--- config.mk ---
export PLATFORM = sky130hd
export DESIGN_NAME = page_attr
export DESIGN_NICKNAME = d
export VERILOG_FILES = /design/src/common/mmu_ctrl_pkg.sv /design/src/common/mmu_types_pkg.sv /design/src/rtl/paging/page_attr.sv
export VERILOG_INCLUDE_DIRS = /design/src /design/src/common
export SDC_FILE = /design/constraint.sdc
export NUM_CORES = 2
export LEC_CHECK = 0
export BUFFER_PORTS_ARGS = -buffer_cell sky130_fd_sc_hd__buf_4
export CELL_PAD_IN_SITES_DETAIL_PLACEMENT = 1
export CELL_PAD_IN_SITES_GLOBAL_PLACEMENT = 2
export CORE_MARGIN = 4
export CORE_UTILIZATION = 47
export DETAILED_ROUTE_END_ITERATION = 16
export PLACE_DENSITY_LB_ADDON = 0.25
export SYNTH_ARGS = -nofsm -noshare
export SYNTH_HDL_FRONTEND = slang
export SYNTH_SLANG_ARGS = --single-unit
--- constraint.sdc ---
create_clock -name clk -period 24.1 [get_ports clk]
set_clock_uncertainty 0.1 [all_clocks]
set_input_delay 0 -clock clk [delete_from_list [all_inputs] [get_ports clk]]
set_output_delay 0 -clock clk [all_outputs]
set_load 0.005 [all_outputs]
--- src/common/mmu_config.svh ---
/*
 * Fixed widths and sizes of the paging unit: Y bus, virtual address,
 * page number, in-page offset, page count and arbiter opcode
 */

`ifndef MMU_CONFIG_SVH
`define MMU_CONFIG_SVH

// --------------------------------------------------------------------------
// Bus and address widths
// --------------------------------------------------------------------------
`define MMU_DATA_W   32         // Y bus word
`define MMU_VADDR_W  20         // Virtual and physical address

// Virtual address splits into page and offset
`define MMU_PAGE_W   10         // Page or frame number, upper address bits
`define MMU_OFFS_W   10         // Offset within a page, lower address bits

// --------------------------------------------------------------------------
// Memory sizes and control widths
// --------------------------------------------------------------------------
`define MMU_PAGES    1024       // Entries in map and per-page bit memories

`define MMU_ARB_OP_W 4          // Bus arbiter opcode

`endif

--- src/common/mmu_ctrl_pkg.sv ---
/*
 * Control encodings of the paging unit: bus arbiter opcodes
 * and the states of the reprioritize fill sequencer
 */

`include "mmu_config.svh"

package mmu_ctrl_pkg;

    // ----------------------------------------------------------------------
    // Arbiter opcodes
    // ----------------------------------------------------------------------
    // Only the writing operations are named; any other code is a read
    // and leaves the dirty bit of the page alone
    typedef enum logic [`MMU_ARB_OP_W-1:0] {
        CCWR  = 4'd2,           // Write to instruction cache
        DCWR  = 4'd4,           // Write to operand cache
        DWR   = 4'd10,          // Write of a result
        RDMWR = 4'd11,          // Read-modify-write
        BTRWR = 4'd12           // Block transfer write
    } arb_op_t;

    // ----------------------------------------------------------------------
    // Reprioritize fill sequencer
    // ----------------------------------------------------------------------
    typedef enum logic [1:0] {
        FILL_IDLE = 2'd0,       // Waiting for a request
        FILL_RUN  = 2'd1,       // Writing ones, one page per cycle
        FILL_DONE = 2'd2        // Acknowledged, waiting for request low
    } fill_state_t;

endpackage

--- src/common/mmu_types_pkg.sv ---
/*
 * Vector types of the paging unit: bus words, addresses,
 * page numbers, offsets and page map entries
 */

`include "mmu_config.svh"

package mmu_types_pkg;

    // Y bus word as seen by every loadable register
    typedef logic [`MMU_DATA_W-1:0]  data_t;

    // Virtual address before translation, physical after
    typedef logic [`MMU_VADDR_W-1:0] vaddr_t;

    // Page number, also used for physical frames
    typedef logic [`MMU_PAGE_W-1:0]  page_t;

    // Offset within a page, passed through untranslated
    typedef logic [`MMU_OFFS_W-1:0]  offs_t;

    // Page map entry
    // Upper page_t bits hold the frame, lower bits are stored
    // with the entry and read back on o_map_entry only
    typedef logic [`MMU_VADDR_W-1:0] map_entry_t;

endpackage

--- src/rtl/paging/page_attr.sv ---
/*
 * Page index register and the per-page used and dirty bits,
 * set by bus accesses or written from the Y bus
 */

`timescale 1ns/1ps
`include "mmu_config.svh"

module page_attr (
    input  logic                  clk,
    input  logic                  reset,
    input  mmu_types_pkg::data_t  i_y,          // Y bus word
    input  mmu_types_pkg::page_t  i_frame,      // Translated frame
    input  logic                  i_access,     // Bus access, wins over strobes
    input  mmu_ctrl_pkg::arb_op_t i_arb_op,     // Opcode of the access
    input  logic                  i_physpg_wr,  // Page index from Y[19:10]
    input  logic                  i_attr_wr,    // Used = Y[1], dirty = Y[2]
    output mmu_types_pkg::page_t  o_page_index,
    output logic                  o_page_used,
    output logic                  o_page_dirty
);

    mmu_types_pkg::page_t page_index;           // Physical page register
    logic                 op_write;             // Access modifies the page
    logic                 pg_used  [`MMU_PAGES];  // Referenced bits
    logic                 pg_dirty [`MMU_PAGES];  // Modified bits

    // ----------------------------------------------------------------------
    // Opcode classification
    // ----------------------------------------------------------------------
    always_comb begin
        case (i_arb_op)
            mmu_ctrl_pkg::CCWR,
            mmu_ctrl_pkg::DCWR,
            mmu_ctrl_pkg::DWR,
            mmu_ctrl_pkg::RDMWR,
            mmu_ctrl_pkg::BTRWR: op_write = 1'b1;
            default:             op_write = 1'b0;   // Any read
        endcase
    end

    // ----------------------------------------------------------------------
    // Page index register
    // ----------------------------------------------------------------------
    always_ff @(posedge clk) begin
        if (reset) begin
            page_index <= '0;
        end else if (i_access) begin
            page_index <= i_frame;                  // Follows the access
        end else if (i_physpg_wr) begin
            page_index <= i_y[`MMU_VADDR_W-1:`MMU_OFFS_W];
        end
    end

    // ----------------------------------------------------------------------
    // Used and dirty bit memories
    // ----------------------------------------------------------------------
    // An access marks the frame it touches, the direct write goes to
    // the page selected by the index register
    always_ff @(posedge clk) begin
        if (i_access) begin
            pg_used[i_frame] <= 1'b1;
            if (op_write) begin
                pg_dirty[i_frame] <= 1'b1;
            end
        end else if (i_attr_wr) begin
            pg_used[page_index]  <= i_y[1];
            pg_dirty[page_index] <= i_y[2];
        end
    end

    assign o_page_index = page_index;
    assign o_page_used  = pg_used[page_index];
    assign o_page_dirty = pg_dirty[page_index];

endmodule

-- Yosys cells after proc, flatten, opt, wreduce, memory -nomap -nowiden
Memories as Yosys holds them, arrays and structs flattened. A register that Yosys moved wholly into a read port is not among the register bits.
Cells that the tools add are included.
- register bits after elaboration: 10
- memory bits (writable): 2048
- output and inout port bits: 12
- word-level logic and storage cells: 33
- memories: 2
- eq/ne operators: 5
- muxes and demuxes: 21
- reductions and logical operators: 4
- memory list (name ; depth ; width ; rd ports ; clocked after Yosys merged registers in ; wr ports ; RTL line ; RTL):
    pg_dirty ; 1024 ; 1 ; 1 ; 1 ; 1 ; page_attr.sv:26 ; logic pg_dirty [`MMU_PAGES];
    pg_used ; 1024 ; 1 ; 1 ; 1 ; 1 ; page_attr.sv:25 ; logic pg_used [`MMU_PAGES];
- operators by type and width (operator ; number):
    2-to-1 mux 10 bit ; 8
    2-to-1 mux 1 bit ; 13
    equality test 4 bit (second input constant) ; 3
    OR reduction 5 bit ; 1
    equality test 4 x 2 -> 1 bit (second input constant) ; 1
    equality test 4 x 3 -> 1 bit (second input constant) ; 1
    nonzero test 2 bit ; 1
    OR reduction 1 bit ; 2

-- Depth between registers and ports, before layout
- word-level depth: 7
- mapped depth: 13
- gate-level depth less buffers: 8

-- Worst setup path after synthesis
Ideal clock, no wire load.
- path kind: input -> register
- start: in i_y[2]
- end: mem pg_dirty[0] (data pin)
- setup time: 3.014 ns
- setup slack: 7.462 ns
- data arrival time: 13.524 ns
- stages on the path: 1
- data required time: 20.986 ns
- path through: nand2b_1
- cells in the longest elaborated chain, start to end: 1
- ends and longest elaborated chain (what ; RTL line ; RTL):
    from (decl) ; page_attr.sv:12 ; input mmu_types_pkg::data_t i_y,
    2-to-1 mux 1 bit (no line) ; - ;
    to (decl) ; page_attr.sv:26 ;
No other way between the ends.

==> out/metrics.cfg <==
[worst_setup_path]
path_max_fanout = 54
crit_type = flip-flop to output pin
crit_required_ps = 24000
worstPathArrival_ps = 7090
worstSetupEndpointType = output pin
setup.worst_path.start_class = flip-flop

[timing]
relSlewSlack = 0.0400
finalCriticalPeriod_ps = 7190
hold-worst-slack_ps = 104
post-route-period-util = 0.298
slew_violations = 0
rsz0062_at_grt = no
finalHoldViolations = 0
worst_pin_slew_ps = 1440
fmax_ghz = 0.139
finalSetupTns_ps = 0
setup_viol = 0

[global_routing]
grt_pass1_vias = 55705
grt_pass1_wl_mm = 397
antenna_found_initial = 11
grt_start_max_net_pins = 325
track_usage = 0.279
overflow = 0

[cells_and_area]
drive_gt1_frac = 0.156
fin_nets = 6024
syn2layout_area_growth_pct = 10.2
nFillCells = 18155

[clock_tree]
numClockSinks = 2068
cts_resized = 0
numCtsBuffers = 216
cts_tree = yes
path_clk_slew_ps = 60
ctsHtreeMaxLevel = 4
post_cts_buffers = 0
insertion_delay_ps = 840
clock_path_buffers = 3
cts_root_buffer = clkbuf_16

[min_path]
hold_path.class = input pin to flip-flop

[route]
vias_per_cell = 6.22
wl_per_cell_um = 32.0
drt-initial-drc-count = 6702
wl_mm = 277
drc = 0
antenna_left = 0
dr.pass1.iters = 5
vias = 53831

[synth]
synth_area_um2 = 89100
async_reset_ff_frac = 0
synth.distinct_cells = 64
synthCells = 6141
synth_seq_cells = 2068
synth-edff-count = 2048
avgSynthCellArea_um2 = 14.5
synthFlopType = edfxtp_1
ys_seq_area_frac = 0.695
synth_nets = 6192
yosys_warnings = 0

[floorplanning]
die_w_um = 443
coreArea_um2 = 188000
start_util = 0.473
die_h_um = 443
num_rows = 159
io_pins = 63
die_area_um2 = 197000

[job]
cap_violations = 0

[pwr]
vdd_ir_drop_max_mv = 0.0624
leakagePower_nw = 30.9
power_density_nw_per_um2 = 78.0

[placement]
dp.final_hpwl_mm = 142
portBuffers = 42
gp_congestion = 0.767

[run_status]
outcome = finished, final reports clean

## critical path: stages (launching register included)
cell	delay, ps
dfxtp_4	800
buf_4	930
buf_4	760
buf_4	650
mux2i_1	150
o22ai_1	200
nor2_1	90
and3_1	230
or4_1	490
nor4_1	1140
a2bb2oi_1	170
o221ai_2	230
buf_4	200
## timing repair
item	4_1_cts	5_1_grt
hold endpoints to repair	138	0
endpoints found under the setup margin	0	0
hold buffers	38	0
## Yosys cell counts, types with 3 or more instances
library cell | number | area, um2
a22o_1 | 5 | 43.8
inv_1 | 9 | 33.8
mux4_2 | 441 | 9930
a31oi_1 | 8 | 50.1
or3_1 | 3 | 18.8
nand2b_1 | 18 | 113
nor3_1 | 40 | 200
o22ai_1 | 45 | 282
buf_4 | 16 | 120
o21ai_1 | 16 | 80.1
nand3_1 | 19 | 95.1
and3_1 | 4 | 25.0
nand2_1 | 167 | 627
buf_2 | 42 | 210
a211oi_1 | 8 | 60.1
a22oi_1 | 72 | 541
and2_1 | 5 | 31.3
o221ai_2 | 3 | 45.0
nor2_1 | 2117 | 7950
a21o_1 | 4 | 30.0
buf_8 | 6 | 90.1
mux2i_1 | 215 | 2150
edfxtp_1 | 2048 | 61500
o21ai_0 | 21 | 105
a211o_1 | 3 | 26.3
nor2b_1 | 10 | 62.6
buf_12 | 8 | 160
a21oi_1 | 102 | 510
o221ai_1 | 83 | 727
nand3b_1 | 3 | 22.5
buf_6 | 43 | 484
o211ai_1 | 4 | 30.0
mux2_2 | 3 | 33.8
a221oi_1 | 6 | 52.6
nor3b_1 | 5 | 37.5
buf_1 | 21 | 78.8
dfxtp_1 | 20 | 400
nor4_1 | 12 | 75.1
clkbuf_1 | 445 | 1670
a2111oi_0 | 5 | 43.8
## final cells by class
class / count / area (um2) / area share
flip-flops and latches: 2068 / 61900 / 0.631
multi-input cells: 3482 / 24700 / 0.252
clock buffers: 286 / 5810 / 0.0592
well taps: 2495 / 3120 / 0.0318
repair buffers: 195 / 1630 / 0.0166
clock inverters: 116 / 932 / 0.00949
inverters: 10 / 43.8 / 0.000446
diodes: 5 / 12.5 / 0.000127
## placed cells by master, fill, tap and decap left out, drive strengths merged, types with 8 or more instances in the layout
cell,instances
nor2,2117
mux4,441
buf,157
a211oi,9
o21ai,37
dfxtp,20
nor3,40
o22ai,45
nand2,167
edfxtp,2048
a21oi,102
inv,15
nand3,19
clkbuf,286
clkinv,92
mux2i,215
nor4,12
o221ai,86
nand2b,18
nor2b,10
a22oi,73
a31oi,8
bufinv,14
dlygate4sd3,38
## per-layer routing
layer	routed length (um)	part of all wire	vias up	global-route usage
li1	-	-	22325	-
met1	111000	0.40	29052	0.377
met2	136000	0.49	2034	0.465
met3	19800	0.072	416	0.0470
met4	9260	0.033	4	0.0906
met5	27	0.000098	-	0
## sequential cells by signal, indices dropped and copies added (netlist names), named ones only
name and flops:
pg_used 1024, o_page_index 10, pg_dirty 1024
## worst paths after layout
check / from / endpoint / slack, ps / cells past startpoint
setup / recovery: flip-flop / o_page_used / 16910 / 12
hold reg to reg: o_page_index[3] / flip-flop / 1250 / 5
setup reg to reg: o_page_index[7] / pg_dirty[776] / 19910 / 5
hold / removal: i_y[13] / o_page_index[3] / 100 / 6
## kinds of logic after synthesis
logic type | after synthesis | share of synthesized area
AND/OR/NAND/NOR | 2416 | 0.105
AO/OA/AOI/OAI | 405 | 0.0317
flip-flops | 2068 | 0.695
buffers and inverters | 591 | 0.0320
multiplexers | 661 | 0.136
## where the power goes
group	switching (mW)	internal, mW
combinational	0.322	0.141
sequential	0.0129	3.94
clock	1.41	1.84
total	1.74	5.92
## metrics by stage
step                 util  instances  cell area (um2)  power (mW)  worst slack [ps]
detailed placement  0.484       8212            91000        4.49             17920
global route        0.522       8652            98200        7.88             16630
CTS                 0.522       8652            98200        7.71             16950
global placement    0.484       8212            91000        4.48             17880
finish              0.522       8657            98200        7.66             16910
floorplan               -       6141            89100        4.36              7460
No activity file was read; power rests on OpenSTA's default activity.
