### config.mk
export PLATFORM = sky130hd
export DESIGN_NAME = reprio_fill
export DESIGN_NICKNAME = d
export VERILOG_FILES = /design/src/common/mmu_ctrl_pkg.sv /design/src/common/mmu_types_pkg.sv /design/src/rtl/paging/reprio_fill.sv
export VERILOG_INCLUDE_DIRS = /design/src /design/src/common
export SDC_FILE = /design/constraint.sdc
export NUM_CORES = 1
export LEC_CHECK = 0
export BUFFER_PORTS_ARGS = -buffer_cell sky130_fd_sc_hd__buf_2
export CAP_MARGIN = 10
export CELL_PAD_IN_SITES_DETAIL_PLACEMENT = 2
export CELL_PAD_IN_SITES_GLOBAL_PLACEMENT = 2
export CORE_UTILIZATION = 42
export CTS_BUF_LIST = sky130_fd_sc_hd__clkbuf_4 sky130_fd_sc_hd__clkbuf_8 sky130_fd_sc_hd__clkbuf_16
export DETAILED_ROUTE_END_ITERATION = 10
export PLACE_DENSITY_LB_ADDON = 0.12
export SLEW_MARGIN = 0
export SYNTH_ARGS = -nofsm -noshare
export SYNTH_HDL_FRONTEND = slang
export SYNTH_SLANG_ARGS = --single-unit
### constraint.sdc
create_clock -name clk -period 19.7 [get_ports clk]
set_input_delay 3.94 -clock clk [delete_from_list [all_inputs] [get_ports clk]]
set_output_delay 3.94 -clock clk [all_outputs]
set_load 0.02 [all_outputs]
### src/common/mmu_config.svh
/*
 * Fixed widths and sizes of the paging unit: Y bus, virtual address,
 * page number, in-page offset, page count and arbiter opcode
 */

`ifndef MMU_CONFIG_SVH
`define MMU_CONFIG_SVH

// --------------------------------------------------------------------------
// Bus and address widths
// --------------------------------------------------------------------------
`define MMU_DATA_W   32         // Y bus word
`define MMU_VADDR_W  20         // Virtual and physical address

// Virtual address splits into page and offset
`define MMU_PAGE_W   10         // Page or frame number, upper address bits
`define MMU_OFFS_W   10         // Offset within a page, lower address bits

// --------------------------------------------------------------------------
// Memory sizes and control widths
// --------------------------------------------------------------------------
`define MMU_PAGES    1024       // Entries in map and per-page bit memories

`define MMU_ARB_OP_W 4          // Bus arbiter opcode

`endif

### src/common/mmu_ctrl_pkg.sv
/*
 * Control encodings of the paging unit: bus arbiter opcodes
 * and the states of the reprioritize fill sequencer
 */

`include "mmu_config.svh"

package mmu_ctrl_pkg;

    // ----------------------------------------------------------------------
    // Arbiter opcodes
    // ----------------------------------------------------------------------
    // Only the writing operations are named; any other code is a read
    // and leaves the dirty bit of the page alone
    typedef enum logic [`MMU_ARB_OP_W-1:0] {
        CCWR  = 4'd2,           // Write to instruction cache
        DCWR  = 4'd4,           // Write to operand cache
        DWR   = 4'd10,          // Write of a result
        RDMWR = 4'd11,          // Read-modify-write
        BTRWR = 4'd12           // Block transfer write
    } arb_op_t;

    // ----------------------------------------------------------------------
    // Reprioritize fill sequencer
    // ----------------------------------------------------------------------
    typedef enum logic [1:0] {
        FILL_IDLE = 2'd0,       // Waiting for a request
        FILL_RUN  = 2'd1,       // Writing ones, one page per cycle
        FILL_DONE = 2'd2        // Acknowledged, waiting for request low
    } fill_state_t;

endpackage

### src/common/mmu_types_pkg.sv
/*
 * Vector types of the paging unit: bus words, addresses,
 * page numbers, offsets and page map entries
 */

`include "mmu_config.svh"

package mmu_types_pkg;

    // Y bus word as seen by every loadable register
    typedef logic [`MMU_DATA_W-1:0]  data_t;

    // Virtual address before translation, physical after
    typedef logic [`MMU_VADDR_W-1:0] vaddr_t;

    // Page number, also used for physical frames
    typedef logic [`MMU_PAGE_W-1:0]  page_t;

    // Offset within a page, passed through untranslated
    typedef logic [`MMU_OFFS_W-1:0]  offs_t;

    // Page map entry
    // Upper page_t bits hold the frame, lower bits are stored
    // with the entry and read back on o_map_entry only
    typedef logic [`MMU_VADDR_W-1:0] map_entry_t;

endpackage

### src/rtl/paging/reprio_fill.sv
/*
 * Reprioritize bit memory with its fill sequencer, which writes ones
 * from the page index up to the last page under a req/ack handshake
 */

`timescale 1ns/1ps
`include "mmu_config.svh"

module reprio_fill (
    input  logic                 clk,
    input  logic                 reset,
    input  mmu_types_pkg::data_t i_y,           // Bit 0 is the written value
    input  mmu_types_pkg::page_t i_page_index,  // Selected page, fill start
    input  logic                 i_reprio_wr,   // Ignored during a fill
    input  logic                 i_fill_req,    // Four-phase request
    output logic                 o_fill_ack,    // Four-phase acknowledge
    output logic                 o_reprio       // Bit at the page index
);

    localparam mmu_types_pkg::page_t last_page = mmu_types_pkg::page_t'(`MMU_PAGES - 1);

    mmu_ctrl_pkg::fill_state_t state;           // Sequencer state
    mmu_ctrl_pkg::fill_state_t state_nxt;
    mmu_types_pkg::page_t      fcnt;            // Page being filled
    logic                      fill_last;       // Counter at last page
    logic                      pg_reprio [`MMU_PAGES];

    assign fill_last = (fcnt == last_page);

    // ----------------------------------------------------------------------
    // Fill sequencer
    // ----------------------------------------------------------------------
    always_comb begin
        state_nxt = state;
        case (state)
            mmu_ctrl_pkg::FILL_IDLE: begin
                if (i_fill_req) begin
                    state_nxt = mmu_ctrl_pkg::FILL_RUN;
                end
            end
            mmu_ctrl_pkg::FILL_RUN: begin
                if (fill_last) begin
                    state_nxt = mmu_ctrl_pkg::FILL_DONE;    // Last write this cycle
                end
            end
            mmu_ctrl_pkg::FILL_DONE: begin
                // Held request is the same fill, not a new one
                if (!i_fill_req) begin
                    state_nxt = mmu_ctrl_pkg::FILL_IDLE;
                end
            end
            default: state_nxt = mmu_ctrl_pkg::FILL_IDLE;
        endcase
    end

    always_ff @(posedge clk) begin
        if (reset) begin
            state <= mmu_ctrl_pkg::FILL_IDLE;
        end else begin
            state <= state_nxt;
        end
    end

    // Start page captured with the request, then one step per cycle
    always_ff @(posedge clk) begin
        if (state == mmu_ctrl_pkg::FILL_IDLE && i_fill_req) begin
            fcnt <= i_page_index;
        end else if (state == mmu_ctrl_pkg::FILL_RUN) begin
            fcnt <= fcnt + 1'b1;
        end
    end

    assign o_fill_ack = (state == mmu_ctrl_pkg::FILL_DONE);

    // ----------------------------------------------------------------------
    // Reprioritize bit memory
    // ----------------------------------------------------------------------
    always_ff @(posedge clk) begin
        if (state == mmu_ctrl_pkg::FILL_RUN) begin
            pg_reprio[fcnt] <= 1'b1;                // Fill with ones
        end else if (i_reprio_wr) begin
            pg_reprio[i_page_index] <= i_y[0];
        end
    end

    assign o_reprio = pg_reprio[i_page_index];

endmodule

Yosys cells after proc, flatten, opt, wreduce, memory -nomap -nowiden --
Memory sizes are Yosys's and may differ from the RTL's. Cells that the tools add are included.
Storage, ports and cells: memories kept 1, logic and storage cells 29, register bits 12, output and inout port bits 2, memory bits (writable) 1024
Memories:
- pg_reprio | depth 1024, width 1, read ports 1, clocked after memory_dff 0, wr ports 1, RTL line reprio_fill.sv:26 | logic pg_reprio [`MMU_PAGES];
Cells by class: equality and inequality tests 6, $add $sub $neg 1, muxes and demuxes 14, reductions and logical operators 5
Operators with widths (number):
- $mux W10 | 3
- $add A10 B1 Y10 const B | 1
- $eq A10 B10 Y1 const B | 1
- $mux W1 | 7
- $mux W2 | 3
- $ne A2 B2 Y1 const B | 3
- $pmux W2 S3 | 1
- $reduce_and A3 Y1 | 1
- $eq A2 B1 Y1 const B | 1
- $eq A2 B2 Y1 const B | 1
- $logic_not A2 Y1 | 1
- $reduce_bool A2 Y1 | 1
- $logic_and A1 B1 Y1 | 1
- $reduce_or A1 Y1 | 1

Depth between registers and ports, before layout --
Gate-level depths: netlist (run 1).
depth after elaboration 5, gate-level depth with buffers 13, gate-level depth less buffers 8

Least setup slack after synthesis (run 1) --
OpenSTA, ideal clock, no wires.
path type input port to flip-flop, start point in i_y[0], end point mem pg_reprio[0], data pin, arrival 17464 ps, setup time 3014 ps, buffers on the path 0, stages 1, slack -778 ps, cells stage by stage nand2b_1
Between the ends: longest elaborated chain between the ends 1
RTL lines:
- start: declaration | RTL line reprio_fill.sv:12 | input mmu_types_pkg::data_t i_y,
- $mux W1 (no source line)
- end: declaration | RTL line reprio_fill.sv:26
No other way between the ends.

Worst setup path in the final report (run 1) --
start point in i_page_index[0], end point out o_reprio
Between the ends: longest elaborated chain between the ends 1
RTL lines:
- start: declaration | RTL line reprio_fill.sv:13 | input mmu_types_pkg::page_t i_page_index,
- $mem_v2 Z1024 W1
- end: declaration | RTL line reprio_fill.sv:17 | output logic o_reprio
No other way between the ends.

==> results summary, run 1 <==
The final cycle utilization of the critical path is 0.658. The number of rows in the core area is 120. The global-route congestion overflow total is 0.

The critical path is of the in2out type. The core box area is 107,000 µm². The average wire length per cell after detail routing is 33.5 µm. The tree is rooted in a clkbuf_16. The worst register-to-register path begins at state[1]. The cell area after synthesis came out at approximately 45,000 µm². Leaving out fill and tap cells, the most frequent cell in the layout is nor2_1. The relative slew slack is 0.0854. The cell depth of the worst flop-to-flop path is 7.

By area the synthesized netlist is led by edfxtp_1, mux4_2, nor2_1, mux2i_1, clkbuf_1. The total CTS buffers is 112. The area of the die came out at between 100,000 and 150,000 µm². The critical path starts at i_page_index[0]. The most used flip-flop cell after synthesis is edfxtp_1. The worst register-to-register path has a setup slack of 14.51 ns. The startpoint type of the worst setup path is a primary input. The number of enable-type register cells in the synthesized netlist came out at 1,034.

Traced cell by cell, the critical path runs through buf_8 -> buf_4 -> buf_12 -> mux2i_1 -> o221ai_1 -> o22ai_1 -> nor3_1 -> nor3_1 -> nor4_1 -> o311ai_1 -> o221ai_1 -> buf_2. The maximum resistive drop on vdd came out at 67.3 µV. The share of the synthesized area in the top cell type is 0.685. The layout cell share with drive strength beyond 1 came out at 0.171. The yosys synthesis warning count is 0. In the layout the commonest cells are nor2_1, edfxtp_1, mux4_2. Post-CTS timing repair inserted 0 buffers for setup. The hold buffer count at cts is 0. The number of antenna violations at the first check in global routing is 3. Among all stages on the critical path, the largest delay is contributed by buf_4. The fmax is 77.1 MHz. The number of DRC violations after detailed-routing iteration 0 is 3,103. The critical path's largest stage delay is 0.83 ns.

The global routing usage summed across all routing layers came out at 0.281. The die is 331 µm tall. The sum of internal, switching and leakage power is 4820 µW.

The H-tree depth came out at 3. The sequential share of the synthesized area is 0.686. The synthesized instance count came out at 3,161.

Summed over all nets, the half-perimeter wirelength after detailed placement is 78,100 µm. The number of nets in the finished design came out at about 3,100. The first-pass GRT wire length came out at 216,000 µm. The leakage power summed over all cells came out at 0.0149 µW. The clock slew seen by the registers of the worst setup and hold paths is 0.06 ns.

The deepest clock path buffer count came out at 3. The count of buffers from port buffering is 16. For the worst setup path, the data required time is around 16 ns. In this run the most critical hold path is launched from state[1].

The number of nets produced by synthesis is 3,208. The summed area of non-filler cells in the final layout is 49,900 µm². Once detail routing completed, the nets flagged for antenna violations numbered 0. Setup repair after global routing left no endpoint under its margin. The total power density per cell area came out at a little under 100 nW/µm². The I/O pin total is 48.

The biggest area contributor in the post-synthesis netlist is edfxtp_1. Of all nets on the critical path, the largest fanout is 86. The flow ran to the end, and the final reports show no timing, DRC or antenna violations.

A synthesized cell averages 14.3 µm². The width of the die is around 330 µm. The arrival time at the worst endpoint came out at 9.02 ns. The detailed-route wire length came out at between 150,000 and 200,000 µm. The final max-slew violation count was 0. The instance count after placement with tap cells included is 4,335. The number of search-and-repair iterations in the first detailed-routing pass came out at 5.

Entering global routing, the biggest net connects between 300 and 400 pins. The reg-to-reg critical path endpoint is pg_reprio[738]. The proportion of synthesized flip-flops having asynchronous set or reset came out at 0. The area growth from synthesis to layout came out at 10.1%. The post-cts gate resize count is 0.

The TritonCTS clock tree is done. The final weighted congestion in routability-driven placement came out at 0.766. The post-place setup slack came out at 6.77 ns.

STA classifies the critical path endpoint as a primary output. The register bit total from synthesis is 1,036. The capturing element of the worst setup path is o_reprio. The tool flagged a number of max-cap violations equal to 0.

The total number of vias is 27,900. Subtracting the final worst setup slack from the clock period gives 12.96 ns. The ratio of routed vias to standard cells is 6.15. The number of global-route vias before repair was 29,600. The DRC violation count after routing came out at 0. The worst path setup slack after routing is 6.74 ns.

The clock net in this run drives a total of 1,036 sinks. The post-placement cell area came out at 46,400 µm². The pin slew with the least headroom to its limit came out at 1.37 ns. The final worst clock skew came out at 0.0105 ns. The tightest min-delay check is of the reg2reg type.

The number of failing hold endpoints at the final stage is 0. The count of placed standard cells in the final layout, fillers left out came out at 4,545. Clock latency on the worst-skew pair, taken at its later pin, is approximately 0.70 ns. For this configuration, the core starts out at a cell density of 0.424.

The final-report setup violation count is 0. The final-layout setup total negative slack came out at 0 ns. Synthesis instantiated 66 different standard cells from the library.
## power breakdown
group	internal, µW	switching (µW)	total (µW)
Combinational	91.5	267	358
Clock	1140	876	2020
Sequential	2430	7.89	2440
## per-layer routing
layer	global-route usage	wire length, µm	up-vias
li1	-	-	11400
met2	0.460	74400	957
met1	0.389	63800	15300
met4	0.0872	4320	0
met5	0	0	-
met3	0.0375	9780	226
## state kept, by name, summed over array words and instances, names as in the netlist
signal	count
fcnt	10
state	2
pg_reprio	1024
## through the flow
stage	utilization	hold slack, ns
after global routing	0.466	0.588
after detailed placement	0.433	0.536
final	0.466	0.550
after global placement	0.433	0.511
after floorplan	-	0.472
after CTS	0.465	0.544
## worst max-delay path, delay by kind of cell
family                 cells  cell delay [ns]
AO/OA/AOI/OAI              4             1.40
buffers and inverters      4             2.19
multiplexers               1             0.19
AND/OR/NAND/NOR            3             1.08
## final cells by class
class / instances / area, µm²
fillers: 10000 / 57100
flip-flops and latches: 1036 / 31100
multi-input cells: 1826 / 13000
clock buffers: 158 / 3180
well taps: 1403 / 1760
repair buffers: 68 / 582
clock inverters: 44 / 260
inverters: 7 / 27.5
diodes: 3 / 7.51
## cells by family (layout without fill, tap and decap cells)
logic type	after synthesis	count (layout)	synth area share
mux	331	331	0.137
other cells	0	3	0
fa+ha+maj	1	1	0.000276
buf+inv	299	277	0.0326
xor+xnor	8	8	0.00154
simple gates	1292	1292	0.113
compound gates	194	194	0.0299
flops	1036	1036	0.686
## worst min-delay path by stage
stage	end	slack [ns]	cells past startpoint
final	state[0]	0.55	1
after floorplan	state[0]	0.47	1
after global placement	state[0]	0.51	1
after global routing	state[0]	0.59	1
after CTS	state[0]	0.54	1
after detailed placement	state[0]	0.54	1
## synthesized netlist by cell type (5+ instances only)
cell type	n
mux4_2	231
o221ai_1	36
nand2b_1	12
a22oi_1	21
o31ai_1	6
nor2b_1	16
a22o_1	9
buf_1	12
nor3_1	17
buf_2	91
nor2_1	1055
mux2_2	12
a211oi_1	11
buf_4	12
o21ai_0	17
nand3_1	14
and2_1	10
nor4_1	9
mux2i_1	87
o22ai_1	24
clkbuf_1	153
nor3b_1	7
a31oi_1	8
edfxtp_1	1034
a21oi_1	38
buf_6	18
nand2_1	134
inv_1	5
(Power assumes the default switching activity.)
==> run 2, diff against run 1 <==
--- a/config.mk
+++ b/config.mk
@@ -10,7 +10,7 @@
 export CAP_MARGIN = 10
 export CELL_PAD_IN_SITES_DETAIL_PLACEMENT = 2
 export CELL_PAD_IN_SITES_GLOBAL_PLACEMENT = 2
-export CORE_UTILIZATION = 42
+export CORE_UTILIZATION = 47
 export CTS_BUF_LIST = sky130_fd_sc_hd__clkbuf_4 sky130_fd_sc_hd__clkbuf_8 sky130_fd_sc_hd__clkbuf_16
 export DETAILED_ROUTE_END_ITERATION = 10
 export PLACE_DENSITY_LB_ADDON = 0.12
==> constraint.sdc (replaced) <==
create_clock -name clk -period 13.3 [get_ports clk]
set_input_delay 2.66 -clock clk [delete_from_list [all_inputs] [get_ports clk]]
set_output_delay 2.66 -clock clk [all_outputs]
set_load 0.02 [all_outputs]
==> run 2 against run 1 <==
  * Total power up 52%
  * Sequential power up 48%
  * First-iteration DRC count up 19%
  * Sequential share of layout area down 0.28 points
  * Utilization up 6.0 points
  * Via count up 2.1%
  * Non-clock buffer count up 19
  * Global-route usage up 4.4 points
  * Register-to-register slack worse by 5.8 ns
  * Critical path type unchanged
==> results summary, run 2 (synthesis gave the netlist of run 1 again) <==
The number of nets in the finished design came out at 3,117. The switching power total is 1740 µW. TritonCTS built the clock tree. The reg2reg setup slack came out at 8.73 ns. The die is 313 µm wide. The fmax came out at 102 MHz. Hold repair after CTS inserted 0 buffers. The worst hold path belongs to the class reg2reg. The DRC violation count after routing is 0. The average wire length per cell after detail routing is 35.9 µm. The register bank with the most flops is pg_reprio. Leaving out fill and tap cells, the most frequent cells in the layout are nor2_1, edfxtp_1, mux4_2. The final max-slew violation count is 0. The detailed-route wire length is approximately 160,000 µm. The total power density per cell area is 146 nW/µm². Of the total power, registers draw 0.495. The core region is 95,300 µm². The largest registers in the layout are pg_reprio: 1024 flops, fcnt: 10 flops, state: 2 flops.

The worst setup path is captured at a primary output. Entering global routing, the biggest net connects between 200 and 300 pins. The flip-flop count of the largest register after layout came out at ~1,000. The number of failing hold endpoints at the final stage was 0. The number of search-and-repair iterations in the first detailed-routing pass came out at 6. The flow ran to the end, and the final reports show no timing, DRC or antenna violations. The H-tree depth came out at 3. The share of power burned in combinational logic came out at 0.073.

The post-cts gate resize count is 0. Setup repair after global routing left no endpoint under its margin. STA classifies the critical path startpoint as a primary input.

The final cycle utilization of the critical path came out at 0.741. The number of antenna violations at the first check in global routing came out at 4. The layout cell share with drive strength beyond 1 came out at 0.174. Walking the worst path, the cells encountered are buf_8 -> buf_12 -> buf_4 -> mux4_2 -> a22o_1 -> a221oi_1 -> o2111ai_1 -> o311ai_0 -> o21ai_0 -> o22ai_1 -> o221ai_1 -> buf_2.

The startpoint identified for the worst register-to-register timing path is state[1]. The arrival time at the worst endpoint came out at 7.19 ns. 0 antenna diodes ended up in the layout.

The ratio of routed vias to standard cells came out at 6.44. The maximum fanout along the worst path came out at 118. The final worst clock skew came out at 0.0241 ns. The number of buffers inserted by post-CTS setup repair is 0.

The clock drives about 1,000 sinks. The global-route congestion overflow total came out at 0. The area growth from synthesis to layout came out at 10.6%.

The later pin in the worst-skew pair is clocked with a latency of 0.71 ns. The post-placement cell area came out at between 40,000 and 50,000 µm². At the end of routability-driven placement, the weighted congestion stood at 0.820.

The I/O pin total is 48. The data required time of the critical path came out at 10.64 ns. The number of global-route vias before repair came out at 30,400. The worst hold path begins at state[1]. The pin slew with the least headroom to its limit is ~1.5 ns. The half-perimeter wire length after detailed placement is between 80,000 and 90,000 µm.

The clock network fraction of design power came out at 0.432. The number of DRC violations after detailed-routing iteration 0 came out at between 3,000 and 4,000. The sum of internal, switching and leakage power came out at 7310 µW. The number of max-cap violations came out at 0. The total CTS buffers is 112. The critical path in this run is classified as in2out. The routed layout has 28,500 vias. For the finished layout, the period the worst path requires is between 9 and 10 ns. The floorplan has around 110 rows. The first global-routing pass estimated 225,000 µm of wire. The maximum resistive drop on vdd is 113 µV.

The height of the die came out at 313 µm. After clock tree synthesis, the clock-pin slew on the worst setup and hold paths is 0.07 ns. The switching part of the total is 0.239. Counting along the longest clock path gives a buffer depth of 3.

The final-layout setup total negative slack is 0 ns. The library cell used most frequently in the layout, excluding fill and tap cells, is nor2_1. The leakage power summed over all cells came out at 0.0150 µW.

The relative slew slack is 0.0313. The initial utilization of the core area, before any placement, comes to 0.476. With fillers left out, the area of the finished cells amounts to between 50,000 and 60,000 µm². The internal power of the cells totals 5560 µW. The final-report setup violation count came out at 0. The detail route stage leaves a number of antenna-violating nets equal to 0. The global routing usage summed across all routing layers is 0.325. Tracing the worst setup path back leads to its startpoint at i_page_index[1]. The cell with the biggest individual delay on the critical path is buf_12. The count of buffers from port buffering is 16. In this design, the stage delay of the slowest critical-path cell is 0.64 ns. The area of the die came out at 97,700 µm². In this run the clock root is driven by a clkbuf_16.
==> run 2: cell count changes in the layout (fill, tap and decap cells not counted), moves of 2 or more <==
cell       change
clkbuf_4      -19
buf_4         +10
nand2_2        +9
nand2_4        -9
bufinv_16      +8
clkinv_1       +8
clkinv_2       +7
buf_16         +4
buf_8          +3
diode_2        -3
buf_12         +2
==> run 2: area by class of cell <==
cell class                      count  area, µm²
Multi-Input combinational cell   1826      13000
Inverter                            7       27.5
Timing Repair Buffer               87        846
Tap cell                         1265       1580
Clock buffer                      140       3070
Fill cell                        8637      45100
Clock inverter                     69        577
Sequential cell                  1036      31100
==> run 2: path summary, 6_finish.rpt <==
kind / endpoint / cells after the start
max: o_reprio / 12
min: state[1] / 2
max reg2reg: pg_reprio[1021] / 9
min reg2reg: state[1] / 2
==> run 2: power groups by stage <==
stage | sequential, µW | clock, µW | combinational (µW)
after floorplan | 3720 | 0 | 306
after global placement | 3680 | 0 | 491
after detailed placement | 3680 | 0 | 513
after CTS | 3620 | 3180 | 519
after global routing | 3610 | 3290 | 549
final | 3620 | 3160 | 533
==> run 2: worst max-delay path: cells and delay by family <==
family / cells / cell delay [ns]
buffers and inverters: 4 / 2.03
multiplexers: 1 / 0.41
AO/OA/AOI/OAI: 7 / 1.83
==> run 2: stage by stage <==
stage	util	std cells	worst slack, ns	hold WS [ns]
finish	0.526	4430	3.45	0.574
global route	0.526	4430	3.23	0.599
CTS	0.524	4419	3.45	0.565
detailed placement	0.486	4210	3.56	0.548
global placement	0.486	4210	3.63	0.509
floorplan	-	3161	1.73	0.472
==> run 2: layer usage <==
layer  wire, µm  vias up  track usage
li1           -    11500            -
met1      63300    15500        0.435
met2      77600     1285        0.537
met3      11800      323       0.0519
met4       6220        2        0.121
met5         13        -            0
